===== src/hw/sd_reg_bank_pkg.sv =====
/*
  SD register bank shared definitions
  entry widths and indices, ring-bus word layout, bank write and read
  slot structs, burst FSM states
*/
package sd_reg_bank_pkg;

  // widths of the source buses
  localparam int REG_ENTRIES  = 16;
  localparam int CMD_W        = 126;
  localparam int DAT_PTR_W    = 3;
  localparam int HOST_STATE_W = 16;

  typedef logic [63:0] reg_word_t;
  typedef logic [3:0]  reg_idx_t;
  typedef logic [38:0] host_adr_t;
  typedef logic [71:0] ring_word_t;

  // --------------------------------------------------
  // entry map
  // --------------------------------------------------
  // 0x00..0x07 sd status, 0x0e never written
  localparam reg_idx_t IDX_CID_HI = 4'h8;
  localparam reg_idx_t IDX_CSD_HI = 4'hA;
  localparam reg_idx_t IDX_STATUS = 4'hC;
  localparam reg_idx_t IDX_OCR    = 4'hD;
  localparam reg_idx_t IDX_HOST   = 4'hF;

  // --------------------------------------------------
  // ring-bus packet format
  // --------------------------------------------------
  localparam int         PKT_DATA_WORDS = 8;
  localparam int         PKT_PER_READ   = 2;
  localparam int         PKT_ADR_STEP   = 64;
  localparam logic [3:0] HDR_TAG        = 4'h8;
  localparam logic [2:0] HDR_TYPE       = 3'b010;
  localparam logic [7:0] DATA_TAG       = 8'hFF;
  // bank read reg plus packet reg
  localparam int         PIPE_SLACK     = 2;

  typedef struct packed {
    logic       sof;
    ring_word_t word;
  } ring_beat_t;

  typedef struct packed {
    logic      en;
    reg_idx_t  idx;
    reg_word_t dat;
  } reg_wr_t;

  typedef struct packed {
    logic     valid;
    logic     sof;
    reg_idx_t idx;
  } rd_slot_t;

  typedef enum logic [2:0] {
    IDLE,
    ROOM_WAIT,
    HEADER,
    DATA,
    STOP
  } burst_state_t;

endpackage


===== src/hw/reg_write_capture.sv =====
/*
  register write capture
  merges command, data and host-state strobes into one bank write port,
  CID/CSD land as two writes on consecutive cycles
*/
module reg_write_capture #(
  parameter logic [sd_reg_bank_pkg::HOST_STATE_W-1:0] HW_VER = 16'd1
) (
  input  logic                                      CLK,
  input  logic                                      RST,
  input  logic                                      i_cmd_en,
  input  logic [sd_reg_bank_pkg::CMD_W-1:0]         i_cmd,
  input  logic                                      i_cmd_sta,
  input  logic                                      i_cmd_ocr,
  input  logic                                      i_cmd_cid,
  input  logic                                      i_cmd_csd,
  input  logic                                      i_dat_en,
  input  sd_reg_bank_pkg::reg_word_t                i_dat,
  input  logic [sd_reg_bank_pkg::DAT_PTR_W-1:0]     i_dat_ptr,
  input  logic                                      i_host_state_en,
  input  logic [sd_reg_bank_pkg::HOST_STATE_W-1:0]  i_host_state,
  output sd_reg_bank_pkg::reg_wr_t                  o_wr
);
  import sd_reg_bank_pkg::*;

  // pending upper half of CID/CSD
  logic      hi_pend;
  reg_idx_t  hi_idx;
  reg_word_t hi_dat;
  logic      cmd_pair;
  // next write, then its register
  reg_wr_t   wr_nxt;
  logic      wr_en_q;
  reg_idx_t  wr_idx_q;
  reg_word_t wr_dat_q;

  assign cmd_pair = i_cmd_en & (i_cmd_cid | i_cmd_csd);

  // --------------------------------------------------
  // upper half latched on the strobe itself
  // --------------------------------------------------
  always_ff @(posedge CLK or posedge RST) begin
    if (RST) begin
      hi_pend <= 1'b0;
    end else begin
      // one-cycle window, lost on collision
      hi_pend <= cmd_pair;
    end
  end

  always_ff @(posedge CLK) begin
    if (cmd_pair) begin
      hi_idx <= i_cmd_cid ? IDX_CID_HI : IDX_CSD_HI;
      // valid flag, seven zeros, card bits 119:64
      hi_dat <= {1'b1, 7'd0, i_cmd[119:64]};
    end
  end

  // --------------------------------------------------
  // priority: data, command, upper half, host state
  // --------------------------------------------------
  always_comb begin
    wr_nxt = '0;
    if (i_dat_en) begin
      wr_nxt.en  = 1'b1;
      // status block stored word-reversed
      wr_nxt.idx = {1'b0, ~i_dat_ptr};
      wr_nxt.dat = i_dat;
    end else if (i_cmd_en) begin
      wr_nxt.en = i_cmd_cid | i_cmd_csd | i_cmd_sta | i_cmd_ocr;
      if (i_cmd_cid) begin
        wr_nxt.idx = IDX_CID_HI + reg_idx_t'(1);
        wr_nxt.dat = i_cmd[63:0];
      end else if (i_cmd_csd) begin
        wr_nxt.idx = IDX_CSD_HI + reg_idx_t'(1);
        wr_nxt.dat = i_cmd[63:0];
      end else if (i_cmd_sta) begin
        wr_nxt.idx = IDX_STATUS;
        wr_nxt.dat = {32'd0, i_cmd[31:0]};
      end else begin
        wr_nxt.idx = IDX_OCR;
        wr_nxt.dat = {32'd0, i_cmd[31:0]};
      end
    end else if (hi_pend) begin
      wr_nxt.en  = 1'b1;
      wr_nxt.idx = hi_idx;
      wr_nxt.dat = hi_dat;
    end else if (i_host_state_en) begin
      wr_nxt.en  = 1'b1;
      wr_nxt.idx = IDX_HOST;
      wr_nxt.dat = {32'd0, HW_VER, i_host_state};
    end
  end

  // registered write port
  always_ff @(posedge CLK or posedge RST) begin
    if (RST) begin
      wr_en_q <= 1'b0;
    end else begin
      wr_en_q <= wr_nxt.en;
    end
  end

  always_ff @(posedge CLK) begin
    wr_idx_q <= wr_nxt.idx;
    wr_dat_q <= wr_nxt.dat;
  end

  assign o_wr = '{en: wr_en_q, idx: wr_idx_q, dat: wr_dat_q};

endmodule


===== src/hw/reg_file.sv =====
/*
  register bank storage
  sixteen 64-bit entries, one write port, one registered read port
*/
module reg_file (
  input  logic                       CLK,
  input  logic                       RST,
  input  sd_reg_bank_pkg::reg_wr_t   i_wr,
  input  sd_reg_bank_pkg::rd_slot_t  i_slot,
  output sd_reg_bank_pkg::reg_word_t o_rd_dat,
  output logic                       o_rd_en,
  output logic                       o_rd_sof
);
  import sd_reg_bank_pkg::*;

  reg_word_t bank [REG_ENTRIES];

  // unwritten entries read back as all-ones
  always_ff @(posedge CLK or posedge RST) begin
    if (RST) begin
      for (int i = 0; i < REG_ENTRIES; i++) begin
        bank[i] <= '1;
      end
    end else if (i_wr.en) begin
      bank[i_wr.idx] <= i_wr.dat;
    end
  end

  // read data one cycle after the slot
  always_ff @(posedge CLK) begin
    o_rd_dat <= bank[i_slot.idx];
  end

  // slot flags follow the data
  always_ff @(posedge CLK or posedge RST) begin
    if (RST) begin
      o_rd_en  <= 1'b0;
      o_rd_sof <= 1'b0;
    end else begin
      o_rd_en  <= i_slot.valid;
      o_rd_sof <= i_slot.valid & i_slot.sof;
    end
  end

endmodule


===== src/hw/read_burst_ctrl.sv =====
/*
  read burst control FSM
  paces the packets of one read, waits for FIFO room before each header,
  issues bank read slots and pulses the request acknowledge
*/
module read_burst_ctrl (
  input  logic                      CLK,
  input  logic                      RST,
  input  logic                      i_req_rd,
  input  logic                      i_room,
  output sd_reg_bank_pkg::rd_slot_t o_slot,
  output logic                      o_load_base,
  output logic                      o_advance_base,
  output logic                      o_req_ack
);
  import sd_reg_bank_pkg::*;

  localparam int WORD_W = $clog2(PKT_DATA_WORDS);
  localparam int PKT_W  = $clog2(PKT_PER_READ);

  burst_state_t     state_q;
  burst_state_t     state_d;
  // runs over all sixteen entries of one read
  reg_idx_t         entry_cnt;
  logic [PKT_W-1:0] pkt_cnt;
  logic             last_word;
  logic             last_pkt;

  assign last_word = entry_cnt[WORD_W-1:0] == WORD_W'(PKT_DATA_WORDS - 1);
  assign last_pkt  = pkt_cnt == PKT_W'(PKT_PER_READ - 1);

  // --------------------------------------------------
  // next state
  // --------------------------------------------------
  always_comb begin
    state_d = state_q;
    case (state_q)
      IDLE: begin
        if (i_req_rd) begin
          state_d = ROOM_WAIT;
        end
      end
      ROOM_WAIT: begin
        // whole packet fits, never split
        if (i_room) begin
          state_d = HEADER;
        end
      end
      HEADER: begin
        state_d = DATA;
      end
      DATA: begin
        if (last_word) begin
          state_d = STOP;
        end
      end
      STOP: begin
        state_d = last_pkt ? IDLE : ROOM_WAIT;
      end
      default: begin
        state_d = IDLE;
      end
    endcase
  end

  // --------------------------------------------------
  // state, counters, acknowledge
  // --------------------------------------------------
  always_ff @(posedge CLK or posedge RST) begin
    if (RST) begin
      state_q   <= IDLE;
      entry_cnt <= '0;
      pkt_cnt   <= '0;
      o_req_ack <= 1'b0;
    end else begin
      state_q   <= state_d;
      // one cycle after the last STOP
      o_req_ack <= (state_q == STOP) & last_pkt;
      case (state_q)
        IDLE: begin
          entry_cnt <= '0;
          pkt_cnt   <= '0;
        end
        DATA: begin
          entry_cnt <= entry_cnt + reg_idx_t'(1);
        end
        STOP: begin
          pkt_cnt <= pkt_cnt + PKT_W'(1);
        end
        default: begin
          entry_cnt <= entry_cnt;
        end
      endcase
    end
  end

  // header slot carries sof, its bank data is dropped later
  always_comb begin
    o_slot.valid = (state_q == HEADER) | (state_q == DATA);
    o_slot.sof   = state_q == HEADER;
    o_slot.idx   = entry_cnt;
  end

  // base sampled while idle, stepped once per packet
  assign o_load_base    = state_q == IDLE;
  assign o_advance_base = state_q == STOP;

endmodule


===== src/hw/packet_former.sv =====
/*
  ring-bus packet former
  keeps the packet base address and registers header or data ring words
*/
module packet_former (
  input  logic                        CLK,
  input  logic                        RST,
  input  sd_reg_bank_pkg::host_adr_t  i_req_adr,
  input  logic                        i_load_base,
  input  logic                        i_advance_base,
  input  sd_reg_bank_pkg::reg_word_t  i_rd_dat,
  input  logic                        i_rd_en,
  input  logic                        i_rd_sof,
  output sd_reg_bank_pkg::ring_beat_t o_beat,
  output logic                        o_beat_en
);
  import sd_reg_bank_pkg::*;

  host_adr_t  base_adr;
  ring_word_t hdr_word;
  ring_word_t dat_word;
  ring_word_t word_q;
  logic       sof_q;

  // --------------------------------------------------
  // packet base address
  // --------------------------------------------------
  always_ff @(posedge CLK) begin
    if (i_load_base) begin
      base_adr <= i_req_adr;
    end else if (i_advance_base) begin
      base_adr <= base_adr + host_adr_t'(PKT_ADR_STEP);
    end
  end

  // tag, 28 zeros, one, 8-byte aligned address, type
  assign hdr_word = {HDR_TAG, 28'd0, 1'b1, base_adr[38:3], HDR_TYPE};
  assign dat_word = {DATA_TAG, i_rd_dat};

  // --------------------------------------------------
  // output register
  // --------------------------------------------------
  always_ff @(posedge CLK or posedge RST) begin
    if (RST) begin
      o_beat_en <= 1'b0;
    end else begin
      o_beat_en <= i_rd_en;
    end
  end

  always_ff @(posedge CLK) begin
    sof_q  <= i_rd_sof;
    word_q <= i_rd_sof ? hdr_word : dat_word;
  end

  assign o_beat = '{sof: sof_q, word: word_q};

endmodule


===== src/hw/out_fifo.sv =====
/*
  output FIFO for ring beats
  circular buffer with occupancy count, room flag for one whole packet
  plus words in flight, popped on stb and ack together
*/
module out_fifo #(
  parameter int FIFO_DEPTH = 16
) (
  input  logic                        CLK,
  input  logic                        RST,
  input  sd_reg_bank_pkg::ring_beat_t i_beat,
  input  logic                        i_beat_en,
  input  logic                        i_ack,
  output sd_reg_bank_pkg::ring_beat_t o_beat,
  output logic                        o_stb,
  output logic                        o_room
);
  import sd_reg_bank_pkg::*;

  localparam int PTR_W    = $clog2(FIFO_DEPTH);
  localparam int CNT_W    = $clog2(FIFO_DEPTH + 1);
  // header, data words and pipeline slack must still fit
  localparam int ROOM_MAX = FIFO_DEPTH - (PKT_DATA_WORDS + 1 + PIPE_SLACK);

  ring_beat_t       mem [FIFO_DEPTH];
  logic [PTR_W-1:0] wr_ptr;
  logic [PTR_W-1:0] rd_ptr;
  logic [CNT_W-1:0] count;
  logic             push;
  logic             pop;

  // wrap for depths that are not a power of two
  function automatic logic [PTR_W-1:0] next_ptr(input logic [PTR_W-1:0] ptr);
    if (ptr == PTR_W'(FIFO_DEPTH - 1)) begin
      return '0;
    end
    return ptr + PTR_W'(1);
  endfunction

  assign push = i_beat_en;
  assign pop  = o_stb & i_ack;

  // --------------------------------------------------
  // pointers and occupancy
  // --------------------------------------------------
  always_ff @(posedge CLK or posedge RST) begin
    if (RST) begin
      wr_ptr <= '0;
      rd_ptr <= '0;
      count  <= '0;
    end else begin
      if (push) begin
        wr_ptr <= next_ptr(wr_ptr);
      end
      if (pop) begin
        rd_ptr <= next_ptr(rd_ptr);
      end
      case ({push, pop})
        2'b10:   count <= count + CNT_W'(1);
        2'b01:   count <= count - CNT_W'(1);
        default: count <= count;
      endcase
    end
  end

  // storage
  always_ff @(posedge CLK) begin
    if (push) begin
      mem[wr_ptr] <= i_beat;
    end
  end

  // head of queue shown while non-empty
  assign o_beat = mem[rd_ptr];
  assign o_stb  = count != '0;
  assign o_room = count <= CNT_W'(ROOM_MAX);

endmodule


===== src/hw/sd_reg_bank.sv =====
/*
  SD host register bank
  captures responses, data words and host state into sixteen entries
  and streams the bank out as two ring-bus packets per read request
*/
module sd_reg_bank #(
  parameter logic [sd_reg_bank_pkg::HOST_STATE_W-1:0] HW_VER = 16'd1,
  parameter int FIFO_DEPTH = 16
) (
  input  logic                                      CLK,
  input  logic                                      RST,
  // read request
  input  logic                                      i_req_rd,
  input  sd_reg_bank_pkg::host_adr_t                i_req_adr,
  output logic                                      o_req_ack,
  // command responses
  input  logic                                      i_cmd_en,
  input  logic [sd_reg_bank_pkg::CMD_W-1:0]         i_cmd,
  input  logic                                      i_cmd_sta,
  input  logic                                      i_cmd_ocr,
  input  logic                                      i_cmd_cid,
  input  logic                                      i_cmd_csd,
  // status block words
  input  logic                                      i_dat_en,
  input  sd_reg_bank_pkg::reg_word_t                i_dat,
  input  logic [sd_reg_bank_pkg::DAT_PTR_W-1:0]     i_dat_ptr,
  // host state
  input  logic                                      i_host_state_en,
  input  logic [sd_reg_bank_pkg::HOST_STATE_W-1:0]  i_host_state,
  // ring-bus output
  output sd_reg_bank_pkg::ring_word_t               o_dat,
  output logic                                      o_stb,
  output logic                                      o_sof,
  input  logic                                      i_ack
);
  import sd_reg_bank_pkg::*;

  // write path
  reg_wr_t    bank_wr;
  // read pipeline
  rd_slot_t   rd_slot;
  reg_word_t  rd_dat;
  logic       rd_en;
  logic       rd_sof;
  logic       load_base;
  logic       advance_base;
  ring_beat_t beat;
  logic       beat_en;
  // fifo side
  logic       room;
  ring_beat_t fifo_beat;

  reg_write_capture #(
    .HW_VER(HW_VER)
  ) u_capture (
    .CLK(CLK), .RST(RST),
    .i_cmd_en(i_cmd_en), .i_cmd(i_cmd),
    .i_cmd_sta(i_cmd_sta), .i_cmd_ocr(i_cmd_ocr),
    .i_cmd_cid(i_cmd_cid), .i_cmd_csd(i_cmd_csd),
    .i_dat_en(i_dat_en), .i_dat(i_dat), .i_dat_ptr(i_dat_ptr),
    .i_host_state_en(i_host_state_en), .i_host_state(i_host_state),
    .o_wr(bank_wr)
  );

  reg_file u_bank (
    .CLK(CLK), .RST(RST),
    .i_wr(bank_wr), .i_slot(rd_slot),
    .o_rd_dat(rd_dat), .o_rd_en(rd_en), .o_rd_sof(rd_sof)
  );

  read_burst_ctrl u_ctrl (
    .CLK(CLK), .RST(RST),
    .i_req_rd(i_req_rd), .i_room(room),
    .o_slot(rd_slot), .o_load_base(load_base),
    .o_advance_base(advance_base), .o_req_ack(o_req_ack)
  );

  packet_former u_former (
    .CLK(CLK), .RST(RST),
    .i_req_adr(i_req_adr), .i_load_base(load_base), .i_advance_base(advance_base),
    .i_rd_dat(rd_dat), .i_rd_en(rd_en), .i_rd_sof(rd_sof),
    .o_beat(beat), .o_beat_en(beat_en)
  );

  out_fifo #(
    .FIFO_DEPTH(FIFO_DEPTH)
  ) u_fifo (
    .CLK(CLK), .RST(RST),
    .i_beat(beat), .i_beat_en(beat_en), .i_ack(i_ack),
    .o_beat(fifo_beat), .o_stb(o_stb), .o_room(room)
  );

  // split the popped beat onto the ring pins
  assign o_dat = fifo_beat.word;
  assign o_sof = fifo_beat.sof;

endmodule


===== config.mk =====
export PLATFORM = sky130hd
export DESIGN_NAME = sd_reg_bank
export DESIGN_NICKNAME = d
export VERILOG_FILES = /design/src/hw/sd_reg_bank_pkg.sv /design/src/hw/reg_write_capture.sv /design/src/hw/reg_file.sv /design/src/hw/read_burst_ctrl.sv /design/src/hw/packet_former.sv /design/src/hw/out_fifo.sv /design/src/hw/sd_reg_bank.sv
export SDC_FILE = /design/constraint.sdc
export NUM_CORES = 2
export LEC_CHECK = 0
export BUFFER_PORTS_ARGS = -buffer_cell sky130_fd_sc_hd__clkbuf_2
export CELL_PAD_IN_SITES_DETAIL_PLACEMENT = 1
export CELL_PAD_IN_SITES_GLOBAL_PLACEMENT = 1
export CORE_MARGIN = 2
export CORE_UTILIZATION = 58
export CTS_BUF_LIST = sky130_fd_sc_hd__clkbuf_4 sky130_fd_sc_hd__clkbuf_8 sky130_fd_sc_hd__clkbuf_16
export CTS_CLUSTER_DIAMETER = 80
export DETAILED_ROUTE_END_ITERATION = 7
export HOLD_SLACK_MARGIN = 0.03
export PLACE_DENSITY_LB_ADDON = 0.12
export SYNTH_ARGS = -nofsm -noshare
export SYNTH_HDL_FRONTEND = slang
export SYNTH_SLANG_ARGS = --single-unit

===== constraint.sdc =====
create_clock -name CLK -period 103.9 [get_ports CLK]
set_clock_uncertainty 0.15 [all_clocks]
set_input_delay 15.585 -clock CLK [delete_from_list [all_inputs] [get_ports CLK]]
set_output_delay 15.585 -clock CLK [all_outputs]
set_load 0.005 [all_outputs]

## After elaboration in Yosys (flattened, before gate mapping)

Memory sizes are Yosys's and may differ from the RTL's.
Cells that the tools add are included.

- Add/sub/neg operators: 7
- Multiply operators: 0
- Div/mod/pow operators: 0
- $lt $le $gt $ge: 4
- Equality and inequality tests: 12
- Shifts and indexed selects: 0
- Mux-type cells: 35
- Bitwise operators: 11
- Reduce and logical (&&, ||, !) cells: 7

Operator list:

| cell | number |
|---|---|
| bitwise mux 1024 bit | 1 |
| two-way mux 69 bit | 4 |
| binary-select mux 64 bit (select 4 bit) | 1 |
| demux 64 bit (select 4 bit) | 1 |
| two-way mux 64 bit | 3 |
| two-way mux 68 bit | 2 |
| two-way mux 39 bit | 2 |
| two-way mux 71 bit | 1 |
| two-way mux 65 bit | 1 |
| adder 39 x 7 -> 39 bit (second input constant) | 1 |
| two-way mux 4 bit | 4 |
| case mux 3 bit (5 select lines) | 1 |
| adder 4 x 1 -> 4 bit (second input constant) | 3 |
| greater-or-equal comparator 5 bit (second input constant) | 2 |
| NOT 4 -> 5 bit | 2 |
| case mux 5 bit (2 select lines) | 1 |
| two-way mux 3 bit | 3 |
| == test 4 bit (second input constant) | 2 |
| case mux 4 bit (2 select lines) | 1 |
| two-way mux 1 bit | 7 |
| == test 3 x 2 -> 1 bit (second input constant) | 2 |
| == test 3 bit (second input constant) | 2 |
| nonzero test 2 bit | 3 |
| adder 5 x 1 -> 5 bit (second input constant) | 1 |
| 18 further kinds | 25 |

- Register bits after elaboration: 1,355
- Latch bits: 0
- RAM bits: 1,168
- ROM bits: 0
- Input bits: 259
- Memories: 1

Memory list:

| name | words | bits a word | read ports | clocked after memory_dff | write ports | RTL line | source |
|---|---|---|---|---|---|---|---|
| u_fifo.mem | 16 | 73 | 1 | 0 | 1 | out_fifo.sv:25 | `ring_beat_t mem [FIFO_DEPTH];` |

## Logic depth before layout (Yosys ltp)

- Depth after elaboration: 6
- Depth in mapped cells: 10

## Cells and area by module

From an unflattened synthesis, not the netlist that was laid out.

- Cells, all modules: 5,932
- Area, all modules: 103,249.0 um^2

Modules (own cells, without submodules):

| module | times used | cells an instance | area an instance (um^2) |
|---|---|---|---|
| reg_file | 1 | 2,842 | 48,109.9 |
| out_fifo | 1 | 2,264 | 45,773.9 |
| reg_write_capture | 1 | 403 | 4,665.7 |
| packet_former | 1 | 374 | 4,199.0 |
| read_burst_ctrl | 1 | 49 | 500.5 |

## Worst setup path after synthesis

No wires, ideal clock.

- Path type: input port to flip-flop
- From: input i_cmd_cid
- To: register u_capture.hi_dat[0] (enable)
- Library setup time: 0.444 ns
- Arrival: 17.710 ns
- Data required time: 103.306 ns
- Slack: 85.596 ns
- Stages on the path: 4
- Buffers on the path: 2
- Cell sequence: nor2_1 -> nor2b_1 -> clkbuf_1 -> clkbuf_1

- Cells in the longest elaborated chain, start to end: 2

Ends and longest elaborated chain:

| element | RTL line | source |
|---|---|---|
| start, declared | sd_reg_bank.sv:21 | `input logic i_cmd_cid,` |
| OR 1 bit | reg_write_capture.sv:37 | `assign cmd_pair = i_cmd_en & (i_cmd_cid \| i_cmd_csd);` |
| bitwise AND 1 bit | reg_write_capture.sv:37 |  |
| net u_capture.cmd_pair | reg_write_capture.sv:30 | `logic cmd_pair;` |
| end signal, assigned | reg_write_capture.sv:55 | `hi_dat <= {1'b1, 7'd0, i_cmd[119:64]};` |
| end, declared | reg_write_capture.sv:29 | `reg_word_t hi_dat;` |

The timed path passes the listed nets, and every way through them passes these cells.
A chain may end at the register's enable or synchronous reset.

## Worst setup path after layout

- From: register u_fifo.rd_ptr[1]
- To: output o_dat[68]

- Cells in the longest elaborated chain, start to end: 1

Ends and longest elaborated chain:

| element | RTL line | source |
|---|---|---|
| start, declared | out_fifo.sv:27 | `logic [PTR_W-1:0] rd_ptr;` |
| start signal, assigned | out_fifo.sv:56 | `rd_ptr <= next_ptr(rd_ptr);` |
| memory (16 x 73 bit) | n/a |  |
| end, declared | sd_reg_bank.sv:31 | `output sd_reg_bank_pkg::ring_word_t o_dat,` |

Every way passes these cells.

==> results.yml <==
logic_synthesis:
  yosysSeqAreaShare_pct: 67.1
  synth-main-ff-cell: "edfxtp_1"
  synthArstFlopShare_pct: 43.8
  syn_avg_cell_area_um2: 17.7
  synth-seq-cells: 2398
  yosys_warnings: 0
  yosysUniqueCellTypes: 50
  syn_inst: 5578
  synth_edf_count: 1149
  syn-cell-area_um2: 98500
  synth_nets: 5850
drt:
  via_per_inst: 6.31
  drtPass1Iterations: 5
  drt-initial-drc-count: 3905
  wl_um: 250000
  route.detailed.drc: 0
  ant_nets: 0
  dr_total_vias: 51966
  wl_per_cell_um: 30.3
power:
  vdd_drop_max_mv: 0.0267
  power_density_nw_per_um2: 30.7
  p_leak_uw: 0.0401
setup_path:
  critPathKind: "reg2out"
  arrival_ns: 5.09
  cp_cell_sequence: "buf_4 > buf_4 > nand2_4 > o21ai_0 > a21oi_1 > o21ai_0 > nand2_1 > clkbuf_2"
  rr_worst_depth: 4
  slowest_stage: "dfrtp_4"
  start_kind: "flip-flop"
  r2r_end: "u_bank.o_rd_dat[55]"
  crit_fanout: 66
  rrSetupSlack_ns: 100.02
  required_ns: 88.17
  cpPeakStageDelay_ns: 0.82
  end_kind: "primary output"
  timing.rr.start: "u_ctrl.entry_cnt[0]"
timing:
  setup_tns_ns: 0
  slew_headroom_pct: 15.2
  final_hold_viol_count: 0
  min_period_ns: 20.83
  fmax_mhz: 48.0
  fin_crit_sh_pct: 20.0
  finalSetupViolations: 0
  worst_pin_slew_ns: 1.27
  drv_slew: 0
  hold_slack_ns: 0.197
  rsz0062_at_grt: "no"
floorplan:
  pin_count: 334
  die_height_um: 416
  die_w_um: 416
  die_area_um2: 173000
  row_count: 151
  design.core.area_um2: 169000
  start_util_pct: 58.2
cts:
  clockBufferDepth: 3
  clock_latency_ns: 0.87
  cts_setup_buffers: 0
  cts_resized: 0
  clkTransAtPathRegs_ns: 0.07
  cts_tree: "done"
  root_buffer: "clkbuf_16"
  cts_buffers: 234
  cts-htree-levels: 4
  cts_hold_buf: 0
  clock_sinks: 2398
job:
  maxCapViolations: 0
global_routing:
  grt-ovfl-total: 0
  groute.usage.overall_pct: 29.2
  grt_pass1_vias: 57129
  grt_max_degree: 119
  antenna_found_initial: 18
  grt_pass1_wl_um: 375000
min_path:
  worstHoldEndpoint: "u_former.o_beat_en"
  hold_start: "u_bank.o_rd_en"
  hp-class: "reg2reg"
  hold_path_depth: 0
placement:
  finalWeightedCongestion: 0.774
  portBuffers: 323
  hpwl_um: 138000
cells_and_area:
  drive_gt1_share_pct: 58.2
  final_nets: 6086
  syn_to_final_growth_pct: 11.6
  multi_input_area_um2: 30700
  ff_latch_area_um2: 66100
  fillers: 14194
status:
  run_status: "complete, no violations"
==> area by class of cell <==
class                      count  area share, %
sequential                  2398           60.1
multi-input combinational   2748           27.9
clock buffer                 364           6.60
tap                         2218           2.53
timing repair buffer         414           2.13
clock inverter                77          0.622
inverter                      18         0.0729
antenna                        2        0.00455
==> synthesized netlist by cell type, drive strengths merged (13+ instances only) <==
cell | n | area, um^2
edfxtp | 1149 | 34500
mux2 | 1129 | 12700
dfstp | 1024 | 26900
mux4 | 452 | 10200
o21ai | 238 | 1190
buf | 222 | 1230
mux2i | 200 | 2000
dfxtp | 198 | 3960
nand2 | 197 | 739
clkbuf | 192 | 721
a22oi | 122 | 916
a21oi | 100 | 500
a221oi | 66 | 578
nor2 | 65 | 244
nor2b | 33 | 206
dfrtp | 27 | 676
xnor2 | 21 | 184
inv | 18 | 67.6
nand3 | 16 | 85.1
xor2 | 16 | 140
nand4 | 13 | 81.3
==> state kept, by name, indices dropped and copies added (netlist names), 3 cells and up <==
| register | count |
|---|---|
| u_ctrl.state_q | 3 |
| u_former.base_adr | 36 |
| u_ctrl.entry_cnt | 4 |
| u_capture.wr_idx_q | 4 |
| u_fifo.wr_ptr | 4 |
| u_fifo.mem | 1056 |
| u_former.word_q | 65 |
| u_fifo.count | 5 |
| u_bank.bank | 1024 |
| u_capture.wr_dat_q | 64 |
| u_bank.o_rd_dat | 64 |
| u_fifo.rd_ptr | 4 |
| u_capture.hi_dat | 56 |
==> power breakdown <==
part           switching, uW  total [uW]  internal (uW)
Combinational            452         902            450
Clock                    362         865            503
Sequential               200        1600           1400
==> metrics by stage <==
step	worst slack (ns)	area (um^2)	power, uW	utilization [%]	std cells
4_1_cts	82.99	110000	3390	65.0	8237
2_1_floorplan	60.28	98500	2190	-	5578
3_3_place_gp	83.83	102000	2450	60.3	7796
5_1_grt	82.92	110000	3510	65.0	8237
6_report	83.07	110000	3370	65.0	8239
3_5_place_dp	83.73	102000	2510	60.3	7796
==> worst max-delay path: cells and delay by family (launching register included) <==
kind | cells | cell delay, ns
buffers and inverters | 3 | 1.40
AND/OR/NAND/NOR | 2 | 1.01
flip-flops | 1 | 0.82
AO/OA/AOI/OAI | 3 | 0.80
==> placed cells by master (no fill, tap or decap), drive strengths merged, types with 92 or more instances in the layout <==
cell type	n
a21oi	100
a22oi	122
buf	92
clkbuf	686
dfstp	1024
dfxtp	198
edfxtp	1149
mux2	1129
mux2i	200
mux4	452
nand2	197
o21ai	238
==> kinds of logic after synthesis <==
group / share of synthesized area, %
adder cells (fa/ha/maj): 0.173
AND/OR/NAND/NOR: 1.73
other: 0.00381
XOR/XNOR: 0.329
AO/OA/AOI/OAI: 3.34
multiplexers: 25.3
buffers and inverters: 2.05
flip-flops: 67.1
==> worst max-delay path by stage <==
stage / to / cells after the start / from / slack, ns
6_report: o_dat[68] / 8 / u_fifo.rd_ptr[1] / 83.07
5_1_grt: o_dat[66] / 8 / u_fifo.rd_ptr[1] / 82.92
4_1_cts: o_dat[68] / 8 / u_fifo.rd_ptr[1] / 82.99
3_5_place_dp: u_bank.bank[1006] / 6 / RST / 83.73
3_3_place_gp: u_bank.bank[1006] / 6 / RST / 83.83
2_1_floorplan: u_bank.o_rd_en / 1 / RST / 60.28
==> per-layer routing <==
layer | GRT usage (%) | part of all wire, % | up-vias
li1 | - | - | 21988
met1 | 38.8 | 41 | 28107
met2 | 50.8 | 52 | 1459
met3 | 3.82 | 4.6 | 408
met4 | 7.95 | 2.5 | 4
met5 | 0 | 0.0068 | -
No activity file was read; power rests on OpenSTA's default activity.
